--- src/hw/vex_pkg.sv ---
`default_nettype none

package vex_pkg;

    localparam int NUM_LANES = 4;
    localparam int NUM_VREGS = 32;

    typedef logic [31:0] word_t;
    typedef word_t [NUM_LANES-1:0] lane_words_t;

    // element width, shared by sources and destination
    typedef enum logic [1:0] {
        SEW8  = 2'd0,
        SEW16 = 2'd1,
        SEW32 = 2'd2
    } sew_t;

    typedef enum logic [3:0] {
        VALU_ADD = 4'd0,
        VALU_SUB = 4'd1,
        VALU_AND = 4'd2,
        VALU_OR  = 4'd3,
        VALU_XOR = 4'd4,
        VALU_SLL = 4'd5,
        VALU_SRL = 4'd6,
        VALU_SRA = 4'd7,
        VALU_MUL = 4'd8,
        VALU_SEQ = 4'd9,
        VALU_SNE = 4'd10,
        VALU_SLT = 4'd11,
        VALU_SLE = 4'd12,
        VALU_SGT = 4'd13
    } valu_op_t;

    // decoded uop as seen by execute
    typedef struct packed {
        valu_op_t           valuop;
        logic [4:0]         vs1_sel;
        logic [4:0]         vs2_sel;
        logic [4:0]         vd_sel;
        sew_t               veew_src1;
        sew_t               veew_src2;
        sew_t               veew_dest;
        logic [1:0]         vuop_num;
        logic               vsignext;
        logic [4:0]         vimm;
        logic               vxin1_use_imm;
        logic               vxin1_use_rs1;
        logic               vxin2_use_rs2;
        logic               vmask_en;
        logic [NUM_LANES-1:0] vlaneactive;
        logic               vregwen;
        logic               vmemdren;
        logic               vmemdwen;
    } vcontrol_t;

    // write-back request coming back from a later stage
    typedef struct packed {
        logic [4:0]                vd;
        lane_words_t               vwdata;
        logic [NUM_LANES-1:0][3:0] vbyte_wen;
    } vwb_t;

    // mask bits of a compare uop not yet written back
    typedef struct packed {
        logic                 valid;
        logic [NUM_LANES-1:0] bits;
    } mask_fwd_t;

    typedef struct packed {
        lane_words_t          vres;
        lane_words_t          vs1;
        logic [NUM_LANES-1:0] vlane_mask;
        logic [1:0]           vuop_num;
        logic [4:0]           vd_sel;
        sew_t                 veew;
        logic                 vregwen;
        logic                 vmemdren;
        logic                 vmemdwen;
        logic                 vmskset;
    } vexmem_t;

    // compares write a mask register instead of element data
    function automatic logic is_mask_set_op(valu_op_t op);
        return (op == VALU_SEQ) || (op == VALU_SNE) || (op == VALU_SLT) ||
               (op == VALU_SLE) || (op == VALU_SGT);
    endfunction

endpackage

`default_nettype wire

--- src/hw/mask_unit.sv ---
`timescale 1ns/10ps
`default_nettype none

module mask_unit (
    input  vex_pkg::word_t v0,
    input  logic           mask_enable,
    input  logic [1:0]     uop_num,
    input  logic [3:0]     lane_active,
    output logic [3:0]     lane_mask,
    output logic [3:0]     mask_bits
);
    import vex_pkg::*;

    // element index is uop_num*4 + lane
    always_comb begin
        logic [4:0] elem_idx;
        mask_bits = '1;
        for (int k = 0; k < NUM_LANES; k++) begin
            elem_idx = {1'b0, uop_num, 2'(k)};
            if (mask_enable) begin
                mask_bits[k] = v0[elem_idx];
            end
        end
    end

    // inactive lanes never write
    assign lane_mask = mask_bits & lane_active;

endmodule

`default_nettype wire

--- config.mk ---
export PLATFORM = sky130hd
export DESIGN_NAME = mask_unit
export DESIGN_NICKNAME = d
export VERILOG_FILES = /design/src/hw/vex_pkg.sv /design/src/hw/mask_unit.sv
export SDC_FILE = /design/constraint.sdc
export NUM_CORES = 1
export LEC_CHECK = 0
export BUFFER_PORTS_ARGS = -buffer_cell sky130_fd_sc_hd__clkbuf_2
export CORE_AREA = 2 2 39 41
export DETAILED_ROUTE_END_ITERATION = 8
export DIE_AREA = 0 0 41 43
export PLACE_DENSITY = 0.62
export SLEW_MARGIN = 10
export SYNTH_ARGS = -nofsm -noshare
export SYNTH_HDL_FRONTEND = slang
export SYNTH_SLANG_ARGS = --single-unit
--- constraint.sdc ---
create_clock -name vclk -period 0.8
set_input_delay 0.04 -clock vclk [all_inputs]
set_output_delay 0.04 -clock vclk [all_outputs]
set_load 0.05 [all_outputs]
==> results by group <==
Yosys
  – Synth Instances: 25
  – Yosys cell types: 9
  – Register area share after synthesis: 0%
  – Compound-Gate Fraction of Synth Area: 34.0%
  – Most common library cells after synthesis: mux2i_1 (8), a221oi_1 (4), a22oi_1 (4), inv_1 (4)
  – Largest family of logic cells by synthesized area: multiplexers
  – Synth Area in XOR/XNOR: 0%
  – Yosys top cell by area: mux2i_1
  – Mapped Nets: 64
  – Mean Syn Cell Area: 7.66 um^2
  – Count leader, synth: mux2i_1
  – Mux contribution to synthesized area: 41.8%
  – Post-synthesis simple-gate area fraction: 6.54%
  – Synth top area share: 41.8%
  – Synth top area cells: mux2i_1 (42%), a221oi_1 (18%), a22oi_1 (16%)
  – Cell Area, Synth: 191 um^2
  – Synth Area in Adders: 0%
  – Ys Warns: 0

Min path
  – Hold path startpoint: lane_active[1]
  – HP Class: in -> out

STA
  – Pins Over Slew Limit: 0
  – Maximum clock rate: 1080 MHz
  – RSZ-0062 raised after global routing: yes
  – Hold Vio Cnt, Final: 0
  – Setup TNS Final: -0.766 ns
  – Rel. slew slack: 80.2%
  – Worst-Margin Slew: 0.292 ns
  – Endpoints failing setup: 8
  – PnR worst setup slack: -0.124 ns
  – Worst hold slack: 0.422 ns
  – Final period utilization: 116%
  – Crit path time final: 0.924 ns

Floorplanning
  – # IOs: 47
  – Die Span X: 41 um
  – Core area: 1380 um^2
  – Rows: 14
  – Die H: 43 um
  – Starting Density: 13.8%
  – Die area: 1760 um^2

Outcome
  – Status: finished with violations
  – Failing checks: negative setup slack

Critical path
  – Critical Path Start Type: input pin
  – CP Class: in -> out
  – Critical path startpoint: uop_num[1]
  – Critical path required time: 0.76 ns
  – Crit. End Element: output pin
  – Critical path fanouts, max: 8
  – Worst Setup EP: lane_mask[0]
  – Critical Path AT: 0.88 ns

Routing
  – Iteration-0 DRC Markers: 2
  – Vias per inst: 4.59
  – Final WL: 823 um
  – Drt pass-1 iters: 3
  – # DRC: 0
  – Antenna-violating nets left: 0
  – Vias: 321
  – Wirelength per Cell: 11.8 um

Flow run
  – Max Cap Violations: 0

Power
  – Combinational share of power: 100.0%
  – Sequential power share: 0%
  – Worst ir drop on vdd: 309 uV
  – Clock power share: 0%
  – Power Dens Cells: 801 nW/um^2
  – Pleak: 0.260 nW
  – Sw Ratio: 54.6%
  – Sw Pwr: 264 uW
  – Int Power: 219 uW

Global route
  – First-pass GRT wire length: 1100 um
  – Total gr overflow: 0
  – Vias in the first global route: 280
  – Initial antenna violation count: 0
  – Largest net degree at the start of global routing: 9
  – Tot GR Track Use: 8.81%

Placement
  – Worst slack at placement: -0.349 ns
  – RD Place Congestion: 0.600
  – HPWL after DPL: 642 um
  – PortBufs: 31

Clock network
  – Hold_buf cts: 0

Final layout
  – Register Area: 0 um^2
  – Diodes inserted: 0
  – FFs & Latches: 0
  – Layout cell share with drive strength beyond 1: 92.6%
  – # clk buffers: 0
  – Area growth syn-to-layout: 215%
  – Layout Nets: 95
## routing by layer
| layer | share of wire, % | vias to the layer above | GRT usage [%] |
|---|---|---|---|
| met5 | 0 | - | 0 |
| met4 | 0 | 0 | 0 |
| met3 | 13 | 0 | 1.05 |
| met2 | 49 | 24 | 16.9 |
| met1 | 38 | 142 | 10.2 |
| li1 | - | 155 | - |
## per-stage QoR
| step | area, um^2 | total power [mW] | util, % | std cells |
|---|---|---|---|---|
| after floorplan | 322 | 0.292 | - | 25 |
| after global placement | 480 | 0.385 | 34.7 | 70 |
| after detailed placement | 480 | 0.388 | 34.7 | 70 |
| after CTS | 598 | 0.475 | 43.2 | 70 |
| after global routing | 603 | 0.508 | 43.6 | 70 |
| final | 603 | 0.483 | 43.6 | 70 |
## final cells by class
| cell class | count | area [um^2] |
|---|---|---|
| repair buffers | 32 | 245 |
| multi-input cells | 18 | 323 |
| well taps | 16 | 20.0 |
| fillers | 137 | 781 |
| inverters | 4 | 15.0 |
## how the worst min path moves through the flow
stage | slack (ns) | end | depth (start not counted)
floorplan | 0.23 | lane_mask[0] | 2
CTS | 0.45 | lane_mask[2] | 4
finish | 0.42 | lane_mask[1] | 4
global route | 0.43 | lane_mask[2] | 4
detailed placement | 0.50 | lane_mask[2] | 4
global placement | 0.50 | lane_mask[1] | 4
## critical path, cell delays in order
cell       delay (ns)
clkbuf_16        0.16
mux2i_4          0.20
a221oi_4         0.29
buf_8            0.18
## power groups by stage
| stage | registers (mW) | clock network (mW) | logic (mW) |
|---|---|---|---|
| after floorplan | 0 | 0 | 0.292 |
| after global placement | 0 | 0 | 0.385 |
| after detailed placement | 0 | 0 | 0.388 |
| after CTS | 0 | 0 | 0.475 |
| after global routing | 0 | 0 | 0.508 |
| final | 0 | 0 | 0.483 |
## what timing repair did
item / 4_1_cts / 5_1_grt
endpoints found under the hold margin: 0 / 0
setup buffers: 1 / 0
endpoints found under the setup margin: 8 / 8
pin swaps: 3 / 0
resized for setup: 24 / 4
## cells by family after synthesis
group,count (synthesis)
mux,8
simple gates,2
compound gates,8
buf+inv,7
## cells in the final DEF, fill, tap and decap left out
cell / n
clkbuf_2: 22
mux2i_4: 4
mux2i_2: 4
a22oi_2: 4
inv_1: 4
a221oi_4: 4
buf_8: 4
clkbuf_4: 4
nor2b_4: 1
and2_4: 1
clkbuf_16: 1
buf_12: 1
Note: power is estimated with default switching activity, not from simulation.
