===== config.mk =====
export PLATFORM = sky130hd
export DESIGN_NAME = mask_set_layer
export DESIGN_NICKNAME = d
export VERILOG_FILES = /design/src/hw/vex_pkg.sv /design/src/hw/mask_set_layer.sv
export SDC_FILE = /design/constraint.sdc
export NUM_CORES = 1
export LEC_CHECK = 0
export BUFFER_PORTS_ARGS = -buffer_cell sky130_fd_sc_hd__buf_2
export CAP_MARGIN = 10
export CORE_ASPECT_RATIO = 1.25
export CORE_MARGIN = 5
export CORE_UTILIZATION = 35
export DETAILED_ROUTE_END_ITERATION = 16
export PLACE_DENSITY = 0.8
export RECOVER_POWER = 25
export SYNTH_ARGS = -nofsm -noshare
export SYNTH_HDL_FRONTEND = slang
export SYNTH_SLANG_ARGS = --single-unit

===== constraint.sdc =====
create_clock -name vclk -period 1.4
set_clock_uncertainty 0.1 [all_clocks]
set_input_delay 0.14 -clock vclk [all_inputs]
set_output_delay 0.14 -clock vclk [all_outputs]
set_load 0.01 [all_outputs]

===== src/hw/vex_pkg.sv =====
`default_nettype none

package vex_pkg;

    localparam int NUM_LANES = 4;
    localparam int NUM_VREGS = 32;

    typedef logic [31:0] word_t;
    typedef word_t [NUM_LANES-1:0] lane_words_t;

    // element width, shared by sources and destination
    typedef enum logic [1:0] {
        SEW8  = 2'd0,
        SEW16 = 2'd1,
        SEW32 = 2'd2
    } sew_t;

    typedef enum logic [3:0] {
        VALU_ADD = 4'd0,
        VALU_SUB = 4'd1,
        VALU_AND = 4'd2,
        VALU_OR  = 4'd3,
        VALU_XOR = 4'd4,
        VALU_SLL = 4'd5,
        VALU_SRL = 4'd6,
        VALU_SRA = 4'd7,
        VALU_MUL = 4'd8,
        VALU_SEQ = 4'd9,
        VALU_SNE = 4'd10,
        VALU_SLT = 4'd11,
        VALU_SLE = 4'd12,
        VALU_SGT = 4'd13
    } valu_op_t;

    // decoded uop as seen by execute
    typedef struct packed {
        valu_op_t           valuop;
        logic [4:0]         vs1_sel;
        logic [4:0]         vs2_sel;
        logic [4:0]         vd_sel;
        sew_t               veew_src1;
        sew_t               veew_src2;
        sew_t               veew_dest;
        logic [1:0]         vuop_num;
        logic               vsignext;
        logic [4:0]         vimm;
        logic               vxin1_use_imm;
        logic               vxin1_use_rs1;
        logic               vxin2_use_rs2;
        logic               vmask_en;
        logic [NUM_LANES-1:0] vlaneactive;
        logic               vregwen;
        logic               vmemdren;
        logic               vmemdwen;
    } vcontrol_t;

    // write-back request coming back from a later stage
    typedef struct packed {
        logic [4:0]                vd;
        lane_words_t               vwdata;
        logic [NUM_LANES-1:0][3:0] vbyte_wen;
    } vwb_t;

    // mask bits of a compare uop not yet written back
    typedef struct packed {
        logic                 valid;
        logic [NUM_LANES-1:0] bits;
    } mask_fwd_t;

    typedef struct packed {
        lane_words_t          vres;
        lane_words_t          vs1;
        logic [NUM_LANES-1:0] vlane_mask;
        logic [1:0]           vuop_num;
        logic [4:0]           vd_sel;
        sew_t                 veew;
        logic                 vregwen;
        logic                 vmemdren;
        logic                 vmemdwen;
        logic                 vmskset;
    } vexmem_t;

    // compares write a mask register instead of element data
    function automatic logic is_mask_set_op(valu_op_t op);
        return (op == VALU_SEQ) || (op == VALU_SNE) || (op == VALU_SLT) ||
               (op == VALU_SLE) || (op == VALU_SGT);
    endfunction

endpackage

`default_nettype wire


===== src/hw/mask_set_layer.sv =====
`timescale 1ns/10ps
`default_nettype none

module mask_set_layer (
    input  logic [3:0]        cmp_bits,
    input  vex_pkg::word_t    vd_word,
    input  vex_pkg::mask_fwd_t fwd,
    input  logic [3:0]        lane_mask,
    input  logic [1:0]        uop_num,
    output logic [15:0]       vmskset_res
);
    import vex_pkg::*;

    logic [1:0] prev_uop;

    assign prev_uop = uop_num - 2'd1;

    always_comb begin
        // old mask register contents
        vmskset_res = vd_word[15:0];

        // previous uop's bits may still be in flight
        if (fwd.valid && (uop_num != 2'd0)) begin
            vmskset_res[{prev_uop, 2'b00} +: 4] = fwd.bits;
        end

        // this uop's compare results, masked lanes keep old bits
        for (int k = 0; k < NUM_LANES; k++) begin
            if (lane_mask[k]) begin
                vmskset_res[{uop_num, 2'(k)}] = cmp_bits[k];
            end
        end
    end

endmodule

`default_nettype wire


==> flow_summary.toml <==
[synthesis]
synth_most_common_cell = "nand2_1"
synthCells = 100
synthTopCellsByCount = "nand2_1 (22), nor2_1 (11), ha_1 (8)"
syn_nets = 155
synth_cell_types = 21
ys_warn_count = 0
synth_area_leaders = "ha_1 (15%), nand2_1 (13%), nand3b_1 (8.1%)"
avgSynthCellArea_um2 = 6.47
synth.top_cell.area_share_pct = 15.5
yosysTopAreaCell = "ha_1"
synthesis.area_um2 = 647
yosysSeqAreaShare_pct = 0

[final_layout]
fill_cells = 135
nFlopsAndLatches = 0
fin_util_pct = 70.9
drive_gt1_share_pct = 62.8
final_cells = 183
nClkBuffers = 0
syn2layout_area_growth_pct = 93.4
n_antenna_cell = 0
seqCellArea_um2 = 0
final_nets = 221

[routing]
drt_pass1_iterations = 4
via_count = 1082
viasPerCell = 5.91
wl_um = 3070
drc_errors = 0
ant_nets = 0
wl_per_cell_um = 16.8
first_iter_violations = 37

[global_route]
grt_pass1_vias = 1087
grt_start_max_net_pins = 9
antenna_found_initial = 0
gr-total-overflow = 0
grt_usage_pct = 19.8
grt_pass1_wl_um = 4660

[setup_path]
crit_type = "in -> out"
critPathRequiredTime_ns = 1.16
slowest_delay_ns = 0.19
crit_chain = "buf_8 -> buf_8 -> ha_4 -> nor3b_2 -> buf_4 -> nand3_1 -> a31oi_1 -> buf_2"
cp_common_cell = "buf_8"
cp_num_buf_inv = 4
arrival_ns = 1.31
cp_slowest_cell = "nor3b_2"
end_kind = "output pin"
critPathLaunchType = "input port"
cp_max_fo = 7
cpLargestDelayFamily = "buffers and inverters"

[power_and_ir_drop]
clockPowerShare_pct = 0
swShare_pct = 50.2
combPwrFrac_pct = 100.0
leakagePower_nw = 0.565
irDropWorstVdd_mv = 0.223
internal_power_mw = 0.203
switchingPower_mw = 0.204
powerDensity_nw_per_um2 = 325
p_seq_share_pct = 0
p_total_mw = 0.407

[sta]
hold_viol_final = 0
tightest_slew_ns = 0.292
finalMaxSlewViolations = 0
finalCriticalPeriod_ns = 1.55
layout_setup_ws_ns = -0.152
post-route-period-util_pct = 111
setup_viol = 16
fmaxAchievable_ghz = 0.644
fin_worst_hold_slack_ns = 0.500
rsz0062_at_grt = "true"
slew-limit-headroom_pct = 80.5

[die]
die-area_um2 = 2810
core_um2 = 1770
ios = 63
initial_core_util_pct = 36.6
fp.dieH_um = 58.1
fp-row-count = 17
dieWidth_um = 48.5

[hold_path]
hp-class = "in -> out"
worstHoldEndpoint = "vmskset_res[1]"
hp-start = "vd_word[1]"
holdPathStages = 4

[run_status]
failed_checks = "negative setup slack"
run_status = "finished, violations left"

[placed_design]
dp_hpwl_um = 2150
dp.cells = 178
io_buffers = 47
gp_congestion = 0.863
pre_cts_slack_ns = -0.288

[run]
maxCapViolCount = 0
==> metrics by stage <==
step	cell area [um^2]	TNS (ns)
2_1_floorplan	677	-0.203
3_3_place_gp	1030	-3.55
3_5_place_dp	1030	-3.80
4_1_cts	1190	-0.759
5_1_grt	1250	-2.24
6_report	1250	-1.41
==> cell usage in the layout (no fill, tap or decap), drive strengths merged, types with 5 or more instances in the layout <==
cell / Yosys / final
a31oi: 7 / 7
nand3: 5 / 5
a32oi: 5 / 5
nand2: 22 / 22
buf: 1 / 65
nor2: 11 / 11
a21oi: 5 / 5
nand3b: 7 / 7
ha: 8 / 8
a22oi: 5 / 5
==> layer usage <==
metal	GRT usage (%)	vias up	wire length [um]
li1	-	508	-
met1	20.6	490	1110
met2	37.7	64	1530
met3	3.34	20	257
met4	9.62	0	181
met5	0	-	0
==> worst max-delay path by stage <==
stage                    start              end  slack, ns  depth (start not counted)
finish              uop_num[0]  vmskset_res[11]      -0.15                          8
global route        uop_num[0]   vmskset_res[4]      -0.20                          8
CTS                 uop_num[1]  vmskset_res[13]      -0.09                          8
detailed placement  uop_num[0]   vmskset_res[4]      -0.29                          7
global placement    uop_num[0]   vmskset_res[4]      -0.27                          7
floorplan           uop_num[0]   vmskset_res[0]      -0.05                          5
==> layout make-up <==
type | instances | area, um^2 | share of cell area [%]
Inverter | 3 | 23.8 | 1.90
Multi-Input combinational cell | 96 | 791 | 63.2
Tap cell | 19 | 23.8 | 1.90
Timing Repair Buffer | 65 | 413 | 33.0
==> power groups by stage <==
stage | combinational (mW) | sequential [mW] | clock, mW
floorplan | 0.159 | 0 | 0
detailed placement | 0.320 | 0 | 0
CTS | 0.375 | 0 | 0
global placement | 0.316 | 0 | 0
global route | 0.440 | 0 | 0
finish | 0.407 | 0 | 0
==> logic make-up after synthesis <==
group / after synthesis / synth area share (%)
multiplexers: 4 / 6.96
adder cells (fa/ha/maj): 8 / 15.5
buffers and inverters: 4 / 2.90
AND/OR/NAND/NOR: 58 / 48.4
AO/OA/AOI/OAI: 26 / 26.3
==> tightest hold or removal path: cells and delay by family <==
family / cells / cell delay [ns]
AOI/OAI and AO/OA: 2 / 0.11
buffers and inverters: 2 / 0.22
==> repair_timing <==
item,in CTS,in global routing
endpoints found under the hold margin,0,0
setup endpoints to repair,16,16
pin swaps,32,14
hold buffers,0,0
resized for setup,40,10
buffers inserted,3,2
Note: power is estimated with default switching activity, not from simulation.
