<file path="src/hw/vex_pkg.sv">
`default_nettype none

package vex_pkg;

    localparam int NUM_LANES = 4;
    localparam int NUM_VREGS = 32;

    typedef logic [31:0] word_t;
    typedef word_t [NUM_LANES-1:0] lane_words_t;

    // element width, shared by sources and destination
    typedef enum logic [1:0] {
        SEW8  = 2'd0,
        SEW16 = 2'd1,
        SEW32 = 2'd2
    } sew_t;

    typedef enum logic [3:0] {
        VALU_ADD = 4'd0,
        VALU_SUB = 4'd1,
        VALU_AND = 4'd2,
        VALU_OR  = 4'd3,
        VALU_XOR = 4'd4,
        VALU_SLL = 4'd5,
        VALU_SRL = 4'd6,
        VALU_SRA = 4'd7,
        VALU_MUL = 4'd8,
        VALU_SEQ = 4'd9,
        VALU_SNE = 4'd10,
        VALU_SLT = 4'd11,
        VALU_SLE = 4'd12,
        VALU_SGT = 4'd13
    } valu_op_t;

    // decoded uop as seen by execute
    typedef struct packed {
        valu_op_t           valuop;
        logic [4:0]         vs1_sel;
        logic [4:0]         vs2_sel;
        logic [4:0]         vd_sel;
        sew_t               veew_src1;
        sew_t               veew_src2;
        sew_t               veew_dest;
        logic [1:0]         vuop_num;
        logic               vsignext;
        logic [4:0]         vimm;
        logic               vxin1_use_imm;
        logic               vxin1_use_rs1;
        logic               vxin2_use_rs2;
        logic               vmask_en;
        logic [NUM_LANES-1:0] vlaneactive;
        logic               vregwen;
        logic               vmemdren;
        logic               vmemdwen;
    } vcontrol_t;

    // write-back request coming back from a later stage
    typedef struct packed {
        logic [4:0]                vd;
        lane_words_t               vwdata;
        logic [NUM_LANES-1:0][3:0] vbyte_wen;
    } vwb_t;

    // mask bits of a compare uop not yet written back
    typedef struct packed {
        logic                 valid;
        logic [NUM_LANES-1:0] bits;
    } mask_fwd_t;

    typedef struct packed {
        lane_words_t          vres;
        lane_words_t          vs1;
        logic [NUM_LANES-1:0] vlane_mask;
        logic [1:0]           vuop_num;
        logic [4:0]           vd_sel;
        sew_t                 veew;
        logic                 vregwen;
        logic                 vmemdren;
        logic                 vmemdwen;
        logic                 vmskset;
    } vexmem_t;

    // compares write a mask register instead of element data
    function automatic logic is_mask_set_op(valu_op_t op);
        return (op == VALU_SEQ) || (op == VALU_SNE) || (op == VALU_SLT) ||
               (op == VALU_SLE) || (op == VALU_SGT);
    endfunction

endpackage

`default_nettype wire

</file>
<file path="src/hw/read_xbar.sv">
`timescale 1ns/10ps
`default_nettype none

module read_xbar (
    input  vex_pkg::lane_words_t bank_dat,
    input  vex_pkg::sew_t        veew,
    input  logic [1:0]           bank_offset,
    input  logic                 sign_ext,
    output vex_pkg::lane_words_t out_dat
);
    import vex_pkg::*;

    always_comb begin
        logic [15:0] half;
        logic [7:0]  byte_val;
        out_dat = '0;
        for (int k = 0; k < NUM_LANES; k++) begin
            half     = bank_offset[0] ? bank_dat[k][31:16] : bank_dat[k][15:0];
            byte_val = bank_dat[k][8*bank_offset +: 8];
            case (veew)
                SEW8: begin
                    if (sign_ext) begin
                        out_dat[k] = {{24{byte_val[7]}}, byte_val};
                    end else begin
                        out_dat[k] = {24'b0, byte_val};
                    end
                end
                SEW16: begin
                    // only the low offset bit picks the halfword
                    if (sign_ext) begin
                        out_dat[k] = {{16{half[15]}}, half};
                    end else begin
                        out_dat[k] = {16'b0, half};
                    end
                end
                default: begin
                    out_dat[k] = bank_dat[k];
                end
            endcase
        end
    end

endmodule

`default_nettype wire

</file>
<file path="config.mk">
export PLATFORM = sky130hd
export DESIGN_NAME = read_xbar
export DESIGN_NICKNAME = d
export VERILOG_FILES = /design/src/hw/vex_pkg.sv /design/src/hw/read_xbar.sv
export SDC_FILE = /design/constraint.sdc
export NUM_CORES = 1
export LEC_CHECK = 0
export ABC_CLOCK_PERIOD_IN_PS = 2700
export BUFFER_PORTS_ARGS = -buffer_cell sky130_fd_sc_hd__buf_2
export CAP_MARGIN = 20
export CORE_AREA = 2 2 100 102
export DETAILED_ROUTE_END_ITERATION = 6
export DIE_AREA = 0 0 102 104
export PLACE_DENSITY = 0.73
export SETUP_SLACK_MARGIN = 0.1
export SYNTH_ARGS = -nofsm -noshare
export SYNTH_HDL_FRONTEND = slang
export SYNTH_SLANG_ARGS = --single-unit
</file>
<file path="constraint.sdc">
create_clock -name vclk -period 2.7
set_clock_uncertainty 0.05 [all_clocks]
set_input_delay 0.54 -clock vclk [all_inputs]
set_output_delay 0.54 -clock vclk [all_outputs]
set_load 0.01 [all_outputs]
</file>
==> impl_metrics.env <==
export IMPL_min_from="bank_dat[86]"
export IMPL_worstMarginPinSlew_ps=419.3
export IMPL_antenna_cells=0
export IMPL_synth_top_cell_area_share_pct=19.77
export IMPL_dieWidth_um=102
export IMPL_gp_congestion=0.8907
export IMPL_hold_violations=0
export IMPL_std_cell_rows=36
export IMPL_route_detailed_drc=0
export IMPL_wl_per_cell_um=18.32
export IMPL_fmax_mhz=380.5
export IMPL_die_height_um=104
export IMPL_cp_end_kind="primary output"
export IMPL_drt_iter0_drc=380
export IMPL_core_area_sq_um=9549
export IMPL_first_global_vias=4498
export IMPL_place_ws_ps=-231.4
export IMPL_grt_met1_usage_pct=33.09
export IMPL_min_period_ps=2628
export IMPL_outcome="finished clean"
export IMPL_viasPerCell=5.853
export IMPL_drt_total_wl_um=16120
export IMPL_synth_nets=633
export IMPL_synth_top_family_by_area="compound AO/OA/AOI/OAI gates"
export IMPL_final_nets=882
export IMPL_synth_mux_area_share_pct=21.66
export IMPL_start_util_pct=33.40
export IMPL_yosys_warnings=0
export IMPL_finalSetupViolations=0
export IMPL_p_leak_nw=2.790
export IMPL_busiest_layer="met2"
export IMPL_vias=5151
export IMPL_dpl_hpwl_um=10560
export IMPL_synth_area_per_cell_sq_um=6.379
export IMPL_grt_util_met2_pct=45.82
export IMPL_antenna_found_initial=0
export IMPL_clock_buffers=0
export IMPL_synth_compound_area_share_pct=41.15
export IMPL_ir_drop_mv=0.1382
export IMPL_crit_top_cell="buf_6"
export IMPL_synth_most_common_cell="nand2_1"
export IMPL_crit_path_max_fanout=4
export IMPL_maxCapViolCount=0
export IMPL_period_share_pct=97.33
export IMPL_synth_area_top_cells="mux4_2, nand2_1, a21oi_1, a221o_1, a211oi_1"
export IMPL_nFlopsAndLatches=0
export IMPL_hold_end="out_dat[86]"
export IMPL_hold_class="input pin to primary output"
export IMPL_crit_chain="buf_6 -> or2_4 -> buf_12 -> a31o_4 -> or3_4 -> clkbuf_16 -> nand2_4 -> buf_6"
export IMPL_synth_seq_area_share_pct=0
export IMPL_use_met3_pct=1.815
export IMPL_grt_pass1_wl_um=22600
export IMPL_grt_max_degree=62
export IMPL_drive_above_1_share_pct=51.67
export IMPL_grt_setup_unrepaired="yes"
export IMPL_synth_fa_ha_area_share_pct=0
export IMPL_regArea_sq_um=0
export IMPL_setup_ws_ps=72.15
export IMPL_area_growth_pct=70.85
export IMPL_yosys_area_top_type="mux4_2"
export IMPL_finish_utilization_pct=57.06
export IMPL_yosys_area_share_xor_xnor_pct=0
export IMPL_place_area_sq_um=4757
export IMPL_dr_pass1_iters=4
export IMPL_path_delay_family="simple AND/OR/NAND/NOR gates"
export IMPL_die_area_sq_um=10610
export IMPL_hold_slack_ps=1356
export IMPL_synth_area_sq_um=3189
export IMPL_crit_type="input pin to primary output"
export IMPL_min_path_cells=4
export IMPL_fin_area_sq_um=5449
export IMPL_synthTopCellsByCount="nand2_1, a21oi_1, clkbuf_1"
export IMPL_required_ps=2110
export IMPL_drv_slew=0
export IMPL_slowest_delay_ps=440
export IMPL_synthCells=500
export IMPL_portBuffers=261
export IMPL_powerDensity_nw_per_um2=194.3
export IMPL_startpoint_type="input pin"
export IMPL_grt_remaining_overflow=0
export IMPL_synth_simple_area_share_pct=24.87
export IMPL_cp_arrival_ps=2040
export IMPL_relSlewSlack_pct=72.05
export IMPL_yosysUniqueCellTypes=26
export IMPL_critical_path_buf_inv_count=4
export IMPL_grt_use_total_pct=25.49
export IMPL_antenna_left=0
export IMPL_boundaryPins=261
export IMPL_crit_slowest_cell="or3_4"
[metal layers]
metal | vias to the layer above | share of wire, %
li1 | 2352 | -
met1 | 2432 | 38
met2 | 330 | 51
met3 | 37 | 8.0
met4 | 0 | 2.7
met5 | - | 0
[worst max-delay path by stage]
| stage | slack [ps] | startpoint | cells after the start | endpoint |
|---|---|---|---|---|
| floorplan | 210 | veew[0] | 8 | out_dat[47] |
| global placement | -270 | veew[0] | 6 | out_dat[78] |
| detailed placement | -230 | veew[0] | 8 | out_dat[60] |
| CTS | 80 | veew[1] | 9 | out_dat[125] |
| global route | 40 | veew[1] | 8 | out_dat[49] |
| finish | 70 | veew[1] | 8 | out_dat[48] |
[layout by cell type, fill, tap and decap left out, types with 3 or more instances in the layout]
cell type and instances:
mux4_2 28, a22oi_1 4, nand2_1 66, nor3_2 4, clkbuf_16 4, nor2_1 28, a221o_1 28, a21oi_1 66
o21ai_0 32, a211oi_2 3, buf_12 9, buf_2 229, buf_4 26, nand2b_4 4, or3_4 4, nand2_4 16
inv_1 28, o22ai_1 28, o211ai_1 3, mux2i_1 6, a211oi_1 30, buf_6 35, nand2_2 15, a21o_1 7
nor2b_1 32
[per-stage QoR]
stage / instances / total power [mW] / setup TNS [ps]
floorplan: 500 / 0.5111 / 0
global placement: 868 / 0.9048 / -13820
detailed placement: 869 / 0.9127 / -13220
CTS: 873 / 0.9429 / 0
global route: 880 / 1.135 / 0
finish: 880 / 1.059 / 0
[power breakdown]
| group | leakage [nW] | total, mW | internal (mW) | switching, mW |
|---|---|---|---|---|
| Sequential | 0 | 0 | 0 | 0 |
| Clock | 0 | 0 | 0 | 0 |
| Combinational | 2.79 | 1.06 | 0.520 | 0.539 |
[cell type report]
| cell class | instances | area (sq um) |
|---|---|---|
| timing repair buffer | 308 | 2133 |
| inverter | 28 | 105.1 |
| multi-input combinational | 411 | 3044 |
| tap | 133 | 166.4 |
| fill | 925 | 4100 |
[logic make-up after synthesis]
kind of cell / Yosys count
buffers and inverters: 89
and+or+nand+nor: 175
muxes: 34
AOI/OAI and AO/OA: 202
[timing repair]
item,4_1_cts,5_1_grt
buffers inserted,1,3
setup endpoints to repair,98,95
pin swaps,0,2
hold buffers,0,0
resized for setup,25,91
cloned,3,4
endpoints found under the hold margin,0,0
No activity file was read; power rests on OpenSTA's default activity.
