**src/hw/vex_pkg.sv**
```systemverilog
`default_nettype none

package vex_pkg;

    localparam int NUM_LANES = 4;
    localparam int NUM_VREGS = 32;

    typedef logic [31:0] word_t;
    typedef word_t [NUM_LANES-1:0] lane_words_t;

    // element width, shared by sources and destination
    typedef enum logic [1:0] {
        SEW8  = 2'd0,
        SEW16 = 2'd1,
        SEW32 = 2'd2
    } sew_t;

    typedef enum logic [3:0] {
        VALU_ADD = 4'd0,
        VALU_SUB = 4'd1,
        VALU_AND = 4'd2,
        VALU_OR  = 4'd3,
        VALU_XOR = 4'd4,
        VALU_SLL = 4'd5,
        VALU_SRL = 4'd6,
        VALU_SRA = 4'd7,
        VALU_MUL = 4'd8,
        VALU_SEQ = 4'd9,
        VALU_SNE = 4'd10,
        VALU_SLT = 4'd11,
        VALU_SLE = 4'd12,
        VALU_SGT = 4'd13
    } valu_op_t;

    // decoded uop as seen by execute
    typedef struct packed {
        valu_op_t           valuop;
        logic [4:0]         vs1_sel;
        logic [4:0]         vs2_sel;
        logic [4:0]         vd_sel;
        sew_t               veew_src1;
        sew_t               veew_src2;
        sew_t               veew_dest;
        logic [1:0]         vuop_num;
        logic               vsignext;
        logic [4:0]         vimm;
        logic               vxin1_use_imm;
        logic               vxin1_use_rs1;
        logic               vxin2_use_rs2;
        logic               vmask_en;
        logic [NUM_LANES-1:0] vlaneactive;
        logic               vregwen;
        logic               vmemdren;
        logic               vmemdwen;
    } vcontrol_t;

    // write-back request coming back from a later stage
    typedef struct packed {
        logic [4:0]                vd;
        lane_words_t               vwdata;
        logic [NUM_LANES-1:0][3:0] vbyte_wen;
    } vwb_t;

    // mask bits of a compare uop not yet written back
    typedef struct packed {
        logic                 valid;
        logic [NUM_LANES-1:0] bits;
    } mask_fwd_t;

    typedef struct packed {
        lane_words_t          vres;
        lane_words_t          vs1;
        logic [NUM_LANES-1:0] vlane_mask;
        logic [1:0]           vuop_num;
        logic [4:0]           vd_sel;
        sew_t                 veew;
        logic                 vregwen;
        logic                 vmemdren;
        logic                 vmemdwen;
        logic                 vmskset;
    } vexmem_t;

    // compares write a mask register instead of element data
    function automatic logic is_mask_set_op(valu_op_t op);
        return (op == VALU_SEQ) || (op == VALU_SNE) || (op == VALU_SLT) ||
               (op == VALU_SLE) || (op == VALU_SGT);
    endfunction

endpackage

`default_nettype wire

```
**src/hw/vector_bank.sv**
```systemverilog
`timescale 1ns/10ps
`default_nettype none

module vector_bank (
    input  logic          CLK,
    input  logic          reset,
    input  logic [4:0]    vs1,
    input  logic [4:0]    vs2,
    input  logic [4:0]    vw,
    input  vex_pkg::word_t vwdata,
    input  logic [3:0]    byte_wen,
    input  logic [4:0]    vd_sel,
    output vex_pkg::word_t vdat1,
    output vex_pkg::word_t vdat2,
    output vex_pkg::word_t v0,
    output vex_pkg::word_t vdat3
);
    import vex_pkg::*;

    word_t regs [NUM_VREGS];

    // v0 is writable, it holds the mask
    always_ff @(posedge CLK) begin
        if (reset) begin
            for (int r = 0; r < NUM_VREGS; r++) begin
                regs[r] <= '0;
            end
        end else begin
            for (int b = 0; b < 4; b++) begin
                if (byte_wen[b]) begin
                    regs[vw][8*b +: 8] <= vwdata[8*b +: 8];
                end
            end
        end
    end

    // zero-latency reads, no write bypass
    assign vdat1 = regs[vs1];
    assign vdat2 = regs[vs2];
    assign v0    = regs[0];
    assign vdat3 = regs[vd_sel];

    a_byte_wen_known: assert property (@(posedge CLK) disable iff (reset)
        !$isunknown(byte_wen));

endmodule

`default_nettype wire

```
**config.mk**
```make
export PLATFORM = sky130hd
export DESIGN_NAME = vector_bank
export DESIGN_NICKNAME = d
export VERILOG_FILES = /design/src/hw/vex_pkg.sv /design/src/hw/vector_bank.sv
export SDC_FILE = /design/constraint.sdc
export NUM_CORES = 2
export LEC_CHECK = 0
export BUFFER_PORTS_ARGS = -buffer_cell sky130_fd_sc_hd__buf_4
export CORE_MARGIN = 10
export CORE_UTILIZATION = 64
export DETAILED_ROUTE_END_ITERATION = 6
export HOLD_SLACK_MARGIN = 0.02
export PLACE_DENSITY = 0.88
export SLEW_MARGIN = 20
export SYNTH_ARGS = -nofsm -noshare
export SYNTH_HDL_FRONTEND = slang
export SYNTH_SLANG_ARGS = --single-unit
```
**constraint.sdc**
```tcl
create_clock -name CLK -period 1.7 [get_ports CLK]
set_input_delay 0.17 -clock CLK [delete_from_list [all_inputs] [get_ports CLK]]
set_output_delay 0.17 -clock CLK [all_outputs]
set_load 0.01 [all_outputs]
```
==> results by group <==
Power and ir drop
  • Switch Pwr: roughly 19 mW
  • Share of power burned in registers: 44.5%
  • Internal power: between 40 and 50 mW
  • Clock power share: between 30 and 40%
  • P_leak: around 33 nW
  • Power Density: about 860 mW/mm²
  • VDD IR-drop max: between 0.0009 and 0.001 V
  • Net Sw Frac: 28.2%
  • Comb power frac: 18.6%

GRT
  • GRT Util Overall: 40.3%
  • Number of global-route vias before repair: around 55k
  • Wire length of the first global-routing pass: between 300000 and 400000 µm
  • Grt ovf: 0
  • Antenna violations before repair: 15
  • Largest net degree at the start of global routing: 43

Die
  • Die Ht: 341 µm
  • IO Count: between 150 and 200
  • Row count: around 120
  • DIE AREA: approximately 0.12 mm²
  • Die Span X: around 340 µm
  • CORE AREA: 0.102 mm²
  • Initial core utilization: about 65%

Timing
  • Minimum hold slack: 0.0169 ns
  • Final setup viols: roughly 100
  • RSZ-0062 raised after global routing: true
  • Measured slew at the worst slew-check pin: roughly 0.8 ns
  • Crit path time final: 2.53 ns
  • Fmax: just under 400 MHz
  • Final hold viol count: 0
  • Final max-slew violation count: 0
  • Final setup margin: -0.832 ns
  • Setup_tns: -66.01 ns
  • Tcrit/Tclk final: 149%
  • Rel. slew slack: 46.4%

Layout
  • Top reg by flops: regs
  • Nets: 6511
  • Max reg flops: approximately 1.0k
  • Share of layout cells above drive strength 1: ~22%
  • Post-route insts no fill: just under 8k
  • Area growth, synth to finish: 21.0%
  • Largest regs: regs: 1024 flops

Yosys
  • Largest cells by area after synthesis: edfxtp_1 47%, mux2i_1 23%, and2_1 9.8%
  • Mean area per synthesized cell: 11.0 µm²
  • Yosys Warn Count: 0
  • Cells after Synth: 5952
  • Post-synth top area share: 46.8%
  • Area of the mapped netlist: about 0.066 mm²
  • Dominant cell type by area after synthesis: edfxtp_1
  • Syn_nets: around 6k
  • Seq/Total Area, Yosys: between 40 and 50%
  • FF+latch count, synth: roughly 1.0k
  • Synth cell types: 23

Hold path
  • Worst Hold Class: primary input to register

Placed design
  • DP Cell Count: between 7k and 8k
  • Gpl congestion: 1.05
  • DP HPWL: between 150000 and 200000 µm
  • Port buffer count: ~190

Route
  • Routed Antenna Nets: 0
  • Drt pass-1 iters: 7
  • Post-route DRC violation count: 1
  • Via Count: ~56k
  • DRT iter0 DRCs: 10.1k
  • Post-Route WL: 245000 µm
  • Avg Vias per Cell: approximately 7
  • Routed len/inst: between 30 and 40 µm

Clock tree
  • CTS Buffer Depth: 3
  • CTS Buf Count: between 100 and 150
  • CTS root buf: clkbuf_16
  • Max H-tree Level: 3
  • Clk pin slew, worst setup/hold paths: roughly 0.06 ns
  • CTS tree: built
  • Num Clock Sinks: 1024

Setup path
  • Critical Path AT: 2.36 ns
  • Startpoint types: register
  • Critical path type: register to output pin
  • Crit path to: vdat2[30]
  • Type of destination of the critical path: output pin
  • Worst setup path startpoint: regs[24][30]
  • Required @ worst endpoint: around 1.5 ns
  • Crit path max fanout: 3

Run status
  • Status: complete, but fails checks
  • Failing checks: DRC, setup timing

Flow run
  • Number of max-cap violations: 0
[cells by family after synthesis]
family / share of synthesized area, %
flops: 46.8
compound gates: 8.95
buf+inv: 4.10
mux: 23.4
simple gates: 16.8
[cells in the mapped netlist, drive strengths merged]
| cell | number |
|---|---|
| nor3b | 3 |
| clkbuf | 233 |
| and2 | 1028 |
| and3b | 2 |
| a21oi | 288 |
| nand2b | 10 |
| a31oi | 96 |
| nand2 | 324 |
| a22oi | 288 |
| and3 | 1 |
| edfxtp | 1024 |
| nor3 | 97 |
| nor2b | 8 |
| mux2i | 1536 |
| nor2 | 133 |
| nand3 | 288 |
| buf | 270 |
| or2 | 131 |
| a22o | 192 |
[metal layers]
layer | vias up | track usage, % | share of wire, %
met3 | 1260 | 13.3 | 15
li1 | 23031 | - | -
met2 | 5045 | 60.8 | 44
met4 | 22 | 24.4 | 7.1
met5 | - | 0 | 0.062
met1 | 26802 | 50.1 | 34
[power by group through the flow]
stage	registers [mW]	clock network, mW	logic, mW
finish	30.5	25.4	12.8
floorplan	30.5	0	6.48
CTS	30.4	25.2	12.1
detailed placement	30.9	0	11.1
global placement	30.8	0	10.9
global route	30.6	26.2	13.1
[layout by cell type, fill, tap and decap left out, types with 58 or more instances in the layout]
cell	count
nor2_1	130
a22oi_1	286
clkbuf_16	110
or2_2	131
nand3_2	81
nand2_1	321
edfxtp_1	1024
and2_1	1025
nand3_1	197
mux2i_1	1534
buf_4	620
a31oi_4	58
a22o_1	185
buf_12	126
buf_6	134
a21oi_1	288
[metrics by stage]
step / utilization (%) / setup WS [ns] / area (µm²) / power, mW
detailed placement: 72.0 / -0.474 / 73300 / 42.1
global route: 78.1 / -0.838 / 79600 / 70.0
global placement: 72.0 / -0.427 / 73300 / 41.7
floorplan: - / 0.231 / 65800 / 36.9
finish: 78.1 / -0.832 / 79600 / 68.7
CTS: 77.7 / -0.748 / 79200 / 67.7
[repair_timing]
| item | 4_1_cts | 5_1_grt |
|---|---|---|
| setup endpoints to repair | 103 | 115 |
| resized for setup | 402 | 105 |
| hold endpoints to repair | 174 | 0 |
| gates cloned | 0 | 0 |
| hold buffers | 8 | 0 |
| pin swaps | 188 | 139 |
| setup buffers | 32 | 25 |
[area by class of cell]
| class | count | area (µm²) |
|---|---|---|
| diodes | 3 | 7.51 |
| multi-input cells | 4425 | 34600 |
| clock buffers | 124 | 2810 |
| clock inverters | 74 | 907 |
| well taps | 1368 | 1710 |
| flip-flops and latches | 1024 | 30700 |
| repair buffers | 893 | 8840 |
| fillers | 6082 | 22300 |
[critical path, stage by stage, from the launching register on]
cell	delay, ns
edfxtp_1	0.40
mux2i_1	0.10
a22oi_1	0.53
nand3_1	0.29
nand3_2	0.19
buf_6	0.12
[how the worst min path moves through the flow]
stage,slack (ns),start,depth (start not counted),end
floorplan,0.37,vwdata[31],1,regs[0][31]
global placement,0.71,regs[0][9],1,v0[9]
detailed placement,0.70,regs[0][9],1,v0[9]
CTS,0.02,vwdata[24],2,regs[9][24]
global route,0.03,vwdata[24],2,regs[14][24]
finish,0.02,vwdata[24],2,regs[9][24]
(Power assumes the default switching activity.)
