<file path="src/hw/vex_pkg.sv">
`default_nettype none

package vex_pkg;

    localparam int NUM_LANES = 4;
    localparam int NUM_VREGS = 32;

    typedef logic [31:0] word_t;
    typedef word_t [NUM_LANES-1:0] lane_words_t;

    // element width, shared by sources and destination
    typedef enum logic [1:0] {
        SEW8  = 2'd0,
        SEW16 = 2'd1,
        SEW32 = 2'd2
    } sew_t;

    typedef enum logic [3:0] {
        VALU_ADD = 4'd0,
        VALU_SUB = 4'd1,
        VALU_AND = 4'd2,
        VALU_OR  = 4'd3,
        VALU_XOR = 4'd4,
        VALU_SLL = 4'd5,
        VALU_SRL = 4'd6,
        VALU_SRA = 4'd7,
        VALU_MUL = 4'd8,
        VALU_SEQ = 4'd9,
        VALU_SNE = 4'd10,
        VALU_SLT = 4'd11,
        VALU_SLE = 4'd12,
        VALU_SGT = 4'd13
    } valu_op_t;

    // decoded uop as seen by execute
    typedef struct packed {
        valu_op_t           valuop;
        logic [4:0]         vs1_sel;
        logic [4:0]         vs2_sel;
        logic [4:0]         vd_sel;
        sew_t               veew_src1;
        sew_t               veew_src2;
        sew_t               veew_dest;
        logic [1:0]         vuop_num;
        logic               vsignext;
        logic [4:0]         vimm;
        logic               vxin1_use_imm;
        logic               vxin1_use_rs1;
        logic               vxin2_use_rs2;
        logic               vmask_en;
        logic [NUM_LANES-1:0] vlaneactive;
        logic               vregwen;
        logic               vmemdren;
        logic               vmemdwen;
    } vcontrol_t;

    // write-back request coming back from a later stage
    typedef struct packed {
        logic [4:0]                vd;
        lane_words_t               vwdata;
        logic [NUM_LANES-1:0][3:0] vbyte_wen;
    } vwb_t;

    // mask bits of a compare uop not yet written back
    typedef struct packed {
        logic                 valid;
        logic [NUM_LANES-1:0] bits;
    } mask_fwd_t;

    typedef struct packed {
        lane_words_t          vres;
        lane_words_t          vs1;
        logic [NUM_LANES-1:0] vlane_mask;
        logic [1:0]           vuop_num;
        logic [4:0]           vd_sel;
        sew_t                 veew;
        logic                 vregwen;
        logic                 vmemdren;
        logic                 vmemdwen;
        logic                 vmskset;
    } vexmem_t;

    // compares write a mask register instead of element data
    function automatic logic is_mask_set_op(valu_op_t op);
        return (op == VALU_SEQ) || (op == VALU_SNE) || (op == VALU_SLT) ||
               (op == VALU_SLE) || (op == VALU_SGT);
    endfunction

endpackage

`default_nettype wire

</file>
<file path="src/hw/lane_alu.sv">
`timescale 1ns/10ps
`default_nettype none

module lane_alu (
    input  logic             CLK,
    input  logic             reset,
    input  vex_pkg::word_t   vop_a,
    input  vex_pkg::word_t   vop_b,
    input  vex_pkg::valu_op_t valuop,
    output vex_pkg::word_t   vres,
    output logic             vfu_stall
);
    import vex_pkg::*;

    logic       mul_busy;
    word_t      prod_q;
    word_t      product;
    word_t      alu_res;
    logic       cmp_true;
    logic [4:0] shamt;

    assign shamt   = vop_b[4:0];
    assign product = vop_a * vop_b;

    // first cycle of a MUL stalls, second cycle presents the product
    assign vfu_stall = (valuop == VALU_MUL) && !mul_busy;

    always_ff @(posedge CLK) begin
        if (reset) begin
            mul_busy <= 1'b0;
        end else begin
            mul_busy <= vfu_stall;
        end
    end

    always_ff @(posedge CLK) begin
        if (vfu_stall) begin
            prod_q <= product;
        end
    end

    always_comb begin
        alu_res  = '0;
        cmp_true = 1'b0;
        case (valuop)
            VALU_ADD: alu_res = vop_a + vop_b;
            VALU_SUB: alu_res = vop_a - vop_b;
            VALU_AND: alu_res = vop_a & vop_b;
            VALU_OR:  alu_res = vop_a | vop_b;
            VALU_XOR: alu_res = vop_a ^ vop_b;
            VALU_SLL: alu_res = vop_a << shamt;
            VALU_SRL: alu_res = vop_a >> shamt;
            VALU_SRA: alu_res = $signed(vop_a) >>> shamt;
            VALU_MUL: alu_res = prod_q;
            // compares are signed
            VALU_SEQ: cmp_true = (vop_a == vop_b);
            VALU_SNE: cmp_true = (vop_a != vop_b);
            VALU_SLT: cmp_true = ($signed(vop_a) <  $signed(vop_b));
            VALU_SLE: cmp_true = ($signed(vop_a) <= $signed(vop_b));
            VALU_SGT: cmp_true = ($signed(vop_a) >  $signed(vop_b));
            default: begin
                alu_res  = '0;
                cmp_true = 1'b0;
            end
        endcase
    end

    assign vres = is_mask_set_op(valuop) ? {31'b0, cmp_true} : alu_res;

    // the held op decides what the second cycle shows
    a_op_known_busy: assert property (@(posedge CLK) disable iff (reset)
        mul_busy |-> !$isunknown(valuop));

endmodule

`default_nettype wire

</file>
<file path="config.mk">
export PLATFORM = sky130hd
export DESIGN_NAME = lane_alu
export DESIGN_NICKNAME = d
export VERILOG_FILES = /design/src/hw/vex_pkg.sv /design/src/hw/lane_alu.sv
export SDC_FILE = /design/constraint.sdc
export NUM_CORES = 2
export LEC_CHECK = 0
export BUFFER_PORTS_ARGS = -buffer_cell sky130_fd_sc_hd__clkbuf_2
export CAP_MARGIN = 20
export CORE_ASPECT_RATIO = 0.75
export CORE_MARGIN = 8
export CORE_UTILIZATION = 55
export CTS_CLUSTER_SIZE = 24
export DETAILED_ROUTE_END_ITERATION = 10
export PLACE_DENSITY = 0.72
export SLEW_MARGIN = 20
export SYNTH_ARGS = -nofsm -noshare
export SYNTH_HDL_FRONTEND = slang
export SYNTH_SLANG_ARGS = --single-unit
</file>
<file path="constraint.sdc">
create_clock -name CLK -period 8 [get_ports CLK]
set_input_delay 0.8 -clock CLK [delete_from_list [all_inputs] [get_ports CLK]]
set_output_delay 0.8 -clock CLK [all_outputs]
set_load 0.05 [all_outputs]
</file>
==> impl_metrics.csv <==
group,metric,value,unit
outcome,status,"finished, final reports clean",
timing,hold_violations,0,
logic_synthesis,synth_cell_type_count,77,
worst_setup_path,worstReg2RegStart,"mul_busy",
clocking,path_clk_slew,70,ps
clocking,cts.sinks,33,
logic_synthesis,cell_taking_the_most_area_after_synthesis,"sky130_fd_sc_hd__fa_1",
routing,drt-met1-wl,42500,um
timing,worst_tran_pin_value,1240,ps
routing,initialDrtViolationCount,3973,
worst_setup_path,worst_setup_path_endpoint,"prod_q[30]",
logic_synthesis,synthesized_flop_and_latch_total,33,
floorplan,starting_density_of_the_core,55.5,%
worst_setup_path,critPathArrivalTime,7840,ps
logic_synthesis,synth_area,0.0247,mm2
place,dp_hpwl,91300,um
timing,relSlewSlack,17.6,%
worst_setup_path,crit_chain,"clkbuf_2, inv_1, nor2_1, fa_1, fa_1, fa_1, inv_1, fa_1, inv_1, ha_1, ha_1, fa_1, fa_1, ha_1, a21oi_1, o21ai_0, a31oi_1, o21ai_0, o31a_1, a211oi_1, o41ai_1, a21oi_1, xnor2_1",
timing,hold_ws,654,ps
routing,post_drt_wl_per_cell,31.1,um
routing,drt_drc_violations_left,0,
timing,fmaxAchievable,128,MHz
worst_setup_path,criticalPathCategory,"in -> reg",
clocking,cts_hold_repair.buffers,0,
clocking,clk_path_buf_depth,2,
worst_setup_path,endpoint_of_the_worst_register_to_register_path,"prod_q[27]",
finish,area_growth,7.38,%
routing,dr.max_layer_used,"met5",
global_route,grt_start_max_net_pins,78,
worst_setup_path,regToRegSetupSlack,6680,ps
routing,routed-wl-met2,43700,um
worst_setup_path,cp_num_cells,23,
clocking,clock-root-buffer,"sky130_fd_sc_hd__clkbuf_16",
logic_synthesis,synth_nets,3749,
routing,via_per_inst,6.77,
place,gp_congestion,1.07,
timing,post-route-min-period,7790,ps
worst_setup_path,critical_path.most_common_cell,"sky130_fd_sc_hd__fa_1",
floorplan,dieHeight,200,um
finish,final_net_count,3806,
logic_synthesis,synth_edf_count,32,
floorplan,placementRows,67,
global_route,grt_use_total,44.1,%
timing,totalNegativeSetupSlack,0,ps
clocking,numCtsBuffers,5,
clocking,postCtsSetupBuffers,0,
timing,timing.final.setup_violations,0,
logic_synthesis,syn_avg_cell_area,8.10,um2
worst_setup_path,critical_path.slowest_cell,"sky130_fd_sc_hd__inv_1",
worst_setup_path,worst-r2r-cell-count,2,
timing,grt_setup_unrepaired,"false",
worst_setup_path,critical_path.endpoint_type,"flop",
timing,final-max-slew-violation-count,0,
floorplan,core_region_area,0.0445,mm2
finish,fillCellCount,3991,
floorplan,floorplan.die_area,0.0520,mm2
logic_synthesis,synth_flop_cell,"sky130_fd_sc_hd__edfxtp_1",
clocking,post_cts_resized,0,
worst_setup_path,cp_max_fo,16,
global_route,via_count_of_the_first_global_routing_pass,24800,
routing,drt_pre_antenna_iters,7,
logic_synthesis,share_of_flip_flops_with_an_asynchronous_set_or_reset_after_synthesis,0,%
worst_setup_path,worstPathBufferInverterCount,4,
place,portBuffers,102,
timing,final.setup_skew,5.50,ps
worst_setup_path,startpoint,"vop_b[6]",
logic_synthesis,synth_top_area_share,33.2,%
routing,detailroute.via_count,25000,
place,post-place-cells,3685,
clocking,clock_insertion_delay_worst_skew,300,ps
logic_synthesis,synthCells,3049,
global_route,remaining_global_route_overflow,0,
routing,drtAntennaViolNets,0,
routing,total_routed_wirelength,115000,um
floorplan,floorplan.io_pins,103,
worst_setup_path,timing.critical_path.slowest_cell_delay,600,ps
floorplan,die_x,261,um
logic_synthesis,yosysWarningCount,0,
flow_run,cap_viol_max_count,0,
global_route,grt_pass1_wl,167000,um
clocking,cts-htree-levels,2,
min_path,hold_class,"in -> reg",
global_route,grt_antenna_before_repair,4,
worst_setup_path,critPathLaunchType,"input pin",
logic_synthesis,synth-seq-area-share,3.97,%
finish,post_layout_nonfiller_instances,3695,
routing,routed-wl-met3,21100,um
clocking,cts_tree,"built",
worst_setup_path,timing.critical_path.required,8050,ps
worst_setup_path,worst_path_dominant_cell_family,"adder cells",
finish,final_layout_size_suffix_gt1_share,11.1,%
logic_synthesis,yosys-top-cells-area,"sky130_fd_sc_hd__fa_1 (33%), sky130_fd_sc_hd__ha_1 (11%), sky130_fd_sc_hd__nor2_1 (7.3%)",
timing,post-route-period-util,97.4,%
synth_stat cells (10+ instances only):
| cell type | count |
|---|---|
| sky130_fd_sc_hd__nor2_1 | 483 |
| sky130_fd_sc_hd__inv_1 | 464 |
| sky130_fd_sc_hd__fa_1 | 410 |
| sky130_fd_sc_hd__nand2_1 | 319 |
| sky130_fd_sc_hd__ha_1 | 220 |
| sky130_fd_sc_hd__clkbuf_1 | 154 |
| sky130_fd_sc_hd__o21ai_0 | 120 |
| sky130_fd_sc_hd__a21oi_1 | 116 |
| sky130_fd_sc_hd__xnor2_1 | 73 |
| sky130_fd_sc_hd__mux4_2 | 55 |
| sky130_fd_sc_hd__mux2i_1 | 37 |
| sky130_fd_sc_hd__edfxtp_1 | 32 |
| sky130_fd_sc_hd__nand3_1 | 31 |
| sky130_fd_sc_hd__nor3_1 | 29 |
| sky130_fd_sc_hd__a211oi_1 | 27 |
| sky130_fd_sc_hd__buf_1 | 27 |
| sky130_fd_sc_hd__o211ai_1 | 26 |
| sky130_fd_sc_hd__a21o_1 | 23 |
| sky130_fd_sc_hd__a31oi_1 | 23 |
| sky130_fd_sc_hd__nand4_1 | 20 |
| sky130_fd_sc_hd__a221oi_1 | 18 |
| sky130_fd_sc_hd__o21bai_1 | 18 |
| sky130_fd_sc_hd__xor2_1 | 17 |
| sky130_fd_sc_hd__a221o_1 | 16 |
| sky130_fd_sc_hd__a22oi_1 | 16 |
| sky130_fd_sc_hd__o22ai_1 | 16 |
| sky130_fd_sc_hd__or3_1 | 16 |
| sky130_fd_sc_hd__buf_2 | 15 |
| sky130_fd_sc_hd__nor2b_1 | 15 |
| sky130_fd_sc_hd__nand2b_1 | 14 |
| sky130_fd_sc_hd__clkinv_1 | 13 |
| sky130_fd_sc_hd__o221ai_1 | 13 |
| sky130_fd_sc_hd__nor4_1 | 11 |
| sky130_fd_sc_hd__o21a_1 | 11 |
| sky130_fd_sc_hd__and2_1 | 10 |
layout make-up:
| type | instances | area (um2) | share of cell area, % |
|---|---|---|---|
| Sequential cell | 33 | 981 | 3.70 |
| Tap cell | 586 | 733 | 2.76 |
| Clock inverter | 2 | 10.0 | 0.0377 |
| Inverter | 481 | 1810 | 6.80 |
| Multi-Input combinational cell | 2337 | 21200 | 79.9 |
| Timing Repair Buffer | 248 | 1670 | 6.31 |
| Clock buffer | 6 | 129 | 0.486 |
| Antenna cell | 2 | 5.00 | 0.0189 |
registers in the layout, summed over array words and instances, names as in the netlist:
register and flops:
mul_busy 1, prod_q 32
per-stage QoR:
| step | util (%) | area [um2] | setup WS [ps] |
|---|---|---|---|
| 2_1_floorplan | - | 24700 | 2.02 |
| 3_3_place_gp | 59.3 | 26400 | 272 |
| 3_5_place_dp | 59.3 | 26400 | 184 |
| 4_1_cts | 59.6 | 26500 | 455 |
| 5_1_grt | 59.6 | 26500 | 75.2 |
| 6_report | 59.6 | 26500 | 211 |
how the worst min path moves through the flow:
stage                  start  slack (ps)  cells after the start         end
finish                 reset         650                      2    mul_busy
global route           reset         660                      2    mul_busy
CTS                    reset         650                      2    mul_busy
detailed placement  mul_busy         920                      2   prod_q[8]
global placement    mul_busy         920                      2  prod_q[10]
floorplan              reset         870                      1    mul_busy
per-layer routing:
metal / vias to the layer above / global-route usage, %
met2: 2326 / 59.3
met3: 450 / 21.5
li1: 10100 / -
met4: 6 / 22.0
met5: - / 0
met1: 12100 / 58.3
worst reg2reg max path, stage by stage (launching register included):
cell and delay [ps]:
sky130_fd_sc_hd__dfxtp_1 320, sky130_fd_sc_hd__nor2b_4 120, sky130_fd_sc_hd__buf_4 480
cell families (layout without fill, tap and decap cells):
logic type	Yosys count	count (layout)	share of synthesized area (%)
buf+inv	679	737	10.4
other cells	0	2	0
compound gates	531	531	14.4
simple gates	985	985	16.7
xor+xnor	90	90	3.19
mux	101	101	6.92
fa+ha+maj	630	630	44.4
flops	33	33	3.97
layout by cell type (no fill, tap or decap), types with 9 or more instances in the layout:
| cell type | n |
|---|---|
| sky130_fd_sc_hd__a211o_1 | 9 |
| sky130_fd_sc_hd__a211oi_1 | 26 |
| sky130_fd_sc_hd__a21o_1 | 23 |
| sky130_fd_sc_hd__a21oi_1 | 116 |
| sky130_fd_sc_hd__a221o_1 | 16 |
| sky130_fd_sc_hd__a221oi_1 | 18 |
| sky130_fd_sc_hd__a22oi_1 | 16 |
| sky130_fd_sc_hd__a31oi_1 | 23 |
| sky130_fd_sc_hd__and2_1 | 9 |
| sky130_fd_sc_hd__and3_1 | 9 |
| sky130_fd_sc_hd__buf_4 | 143 |
| sky130_fd_sc_hd__clkbuf_2 | 100 |
| sky130_fd_sc_hd__clkinv_1 | 13 |
| sky130_fd_sc_hd__edfxtp_1 | 32 |
| sky130_fd_sc_hd__fa_1 | 410 |
| sky130_fd_sc_hd__ha_1 | 220 |
| sky130_fd_sc_hd__inv_1 | 463 |
| sky130_fd_sc_hd__mux2_2 | 9 |
| sky130_fd_sc_hd__mux2i_1 | 37 |
| sky130_fd_sc_hd__mux4_2 | 55 |
| sky130_fd_sc_hd__nand2_1 | 319 |
| sky130_fd_sc_hd__nand2b_1 | 14 |
| sky130_fd_sc_hd__nand3_1 | 31 |
| sky130_fd_sc_hd__nand4_1 | 20 |
| sky130_fd_sc_hd__nor2_1 | 483 |
| sky130_fd_sc_hd__nor2b_1 | 14 |
| sky130_fd_sc_hd__nor3_1 | 29 |
| sky130_fd_sc_hd__nor4_1 | 10 |
| sky130_fd_sc_hd__o211ai_1 | 26 |
| sky130_fd_sc_hd__o21a_1 | 11 |
| sky130_fd_sc_hd__o21ai_0 | 120 |
| sky130_fd_sc_hd__o21bai_1 | 18 |
| sky130_fd_sc_hd__o221ai_1 | 13 |
| sky130_fd_sc_hd__o22ai_1 | 16 |
| sky130_fd_sc_hd__or3_1 | 16 |
| sky130_fd_sc_hd__xnor2_1 | 73 |
| sky130_fd_sc_hd__xor2_1 | 17 |
Power is not shown: default switching activity piles up to over one toggle a cycle in this logic, so the estimate is an artifact.
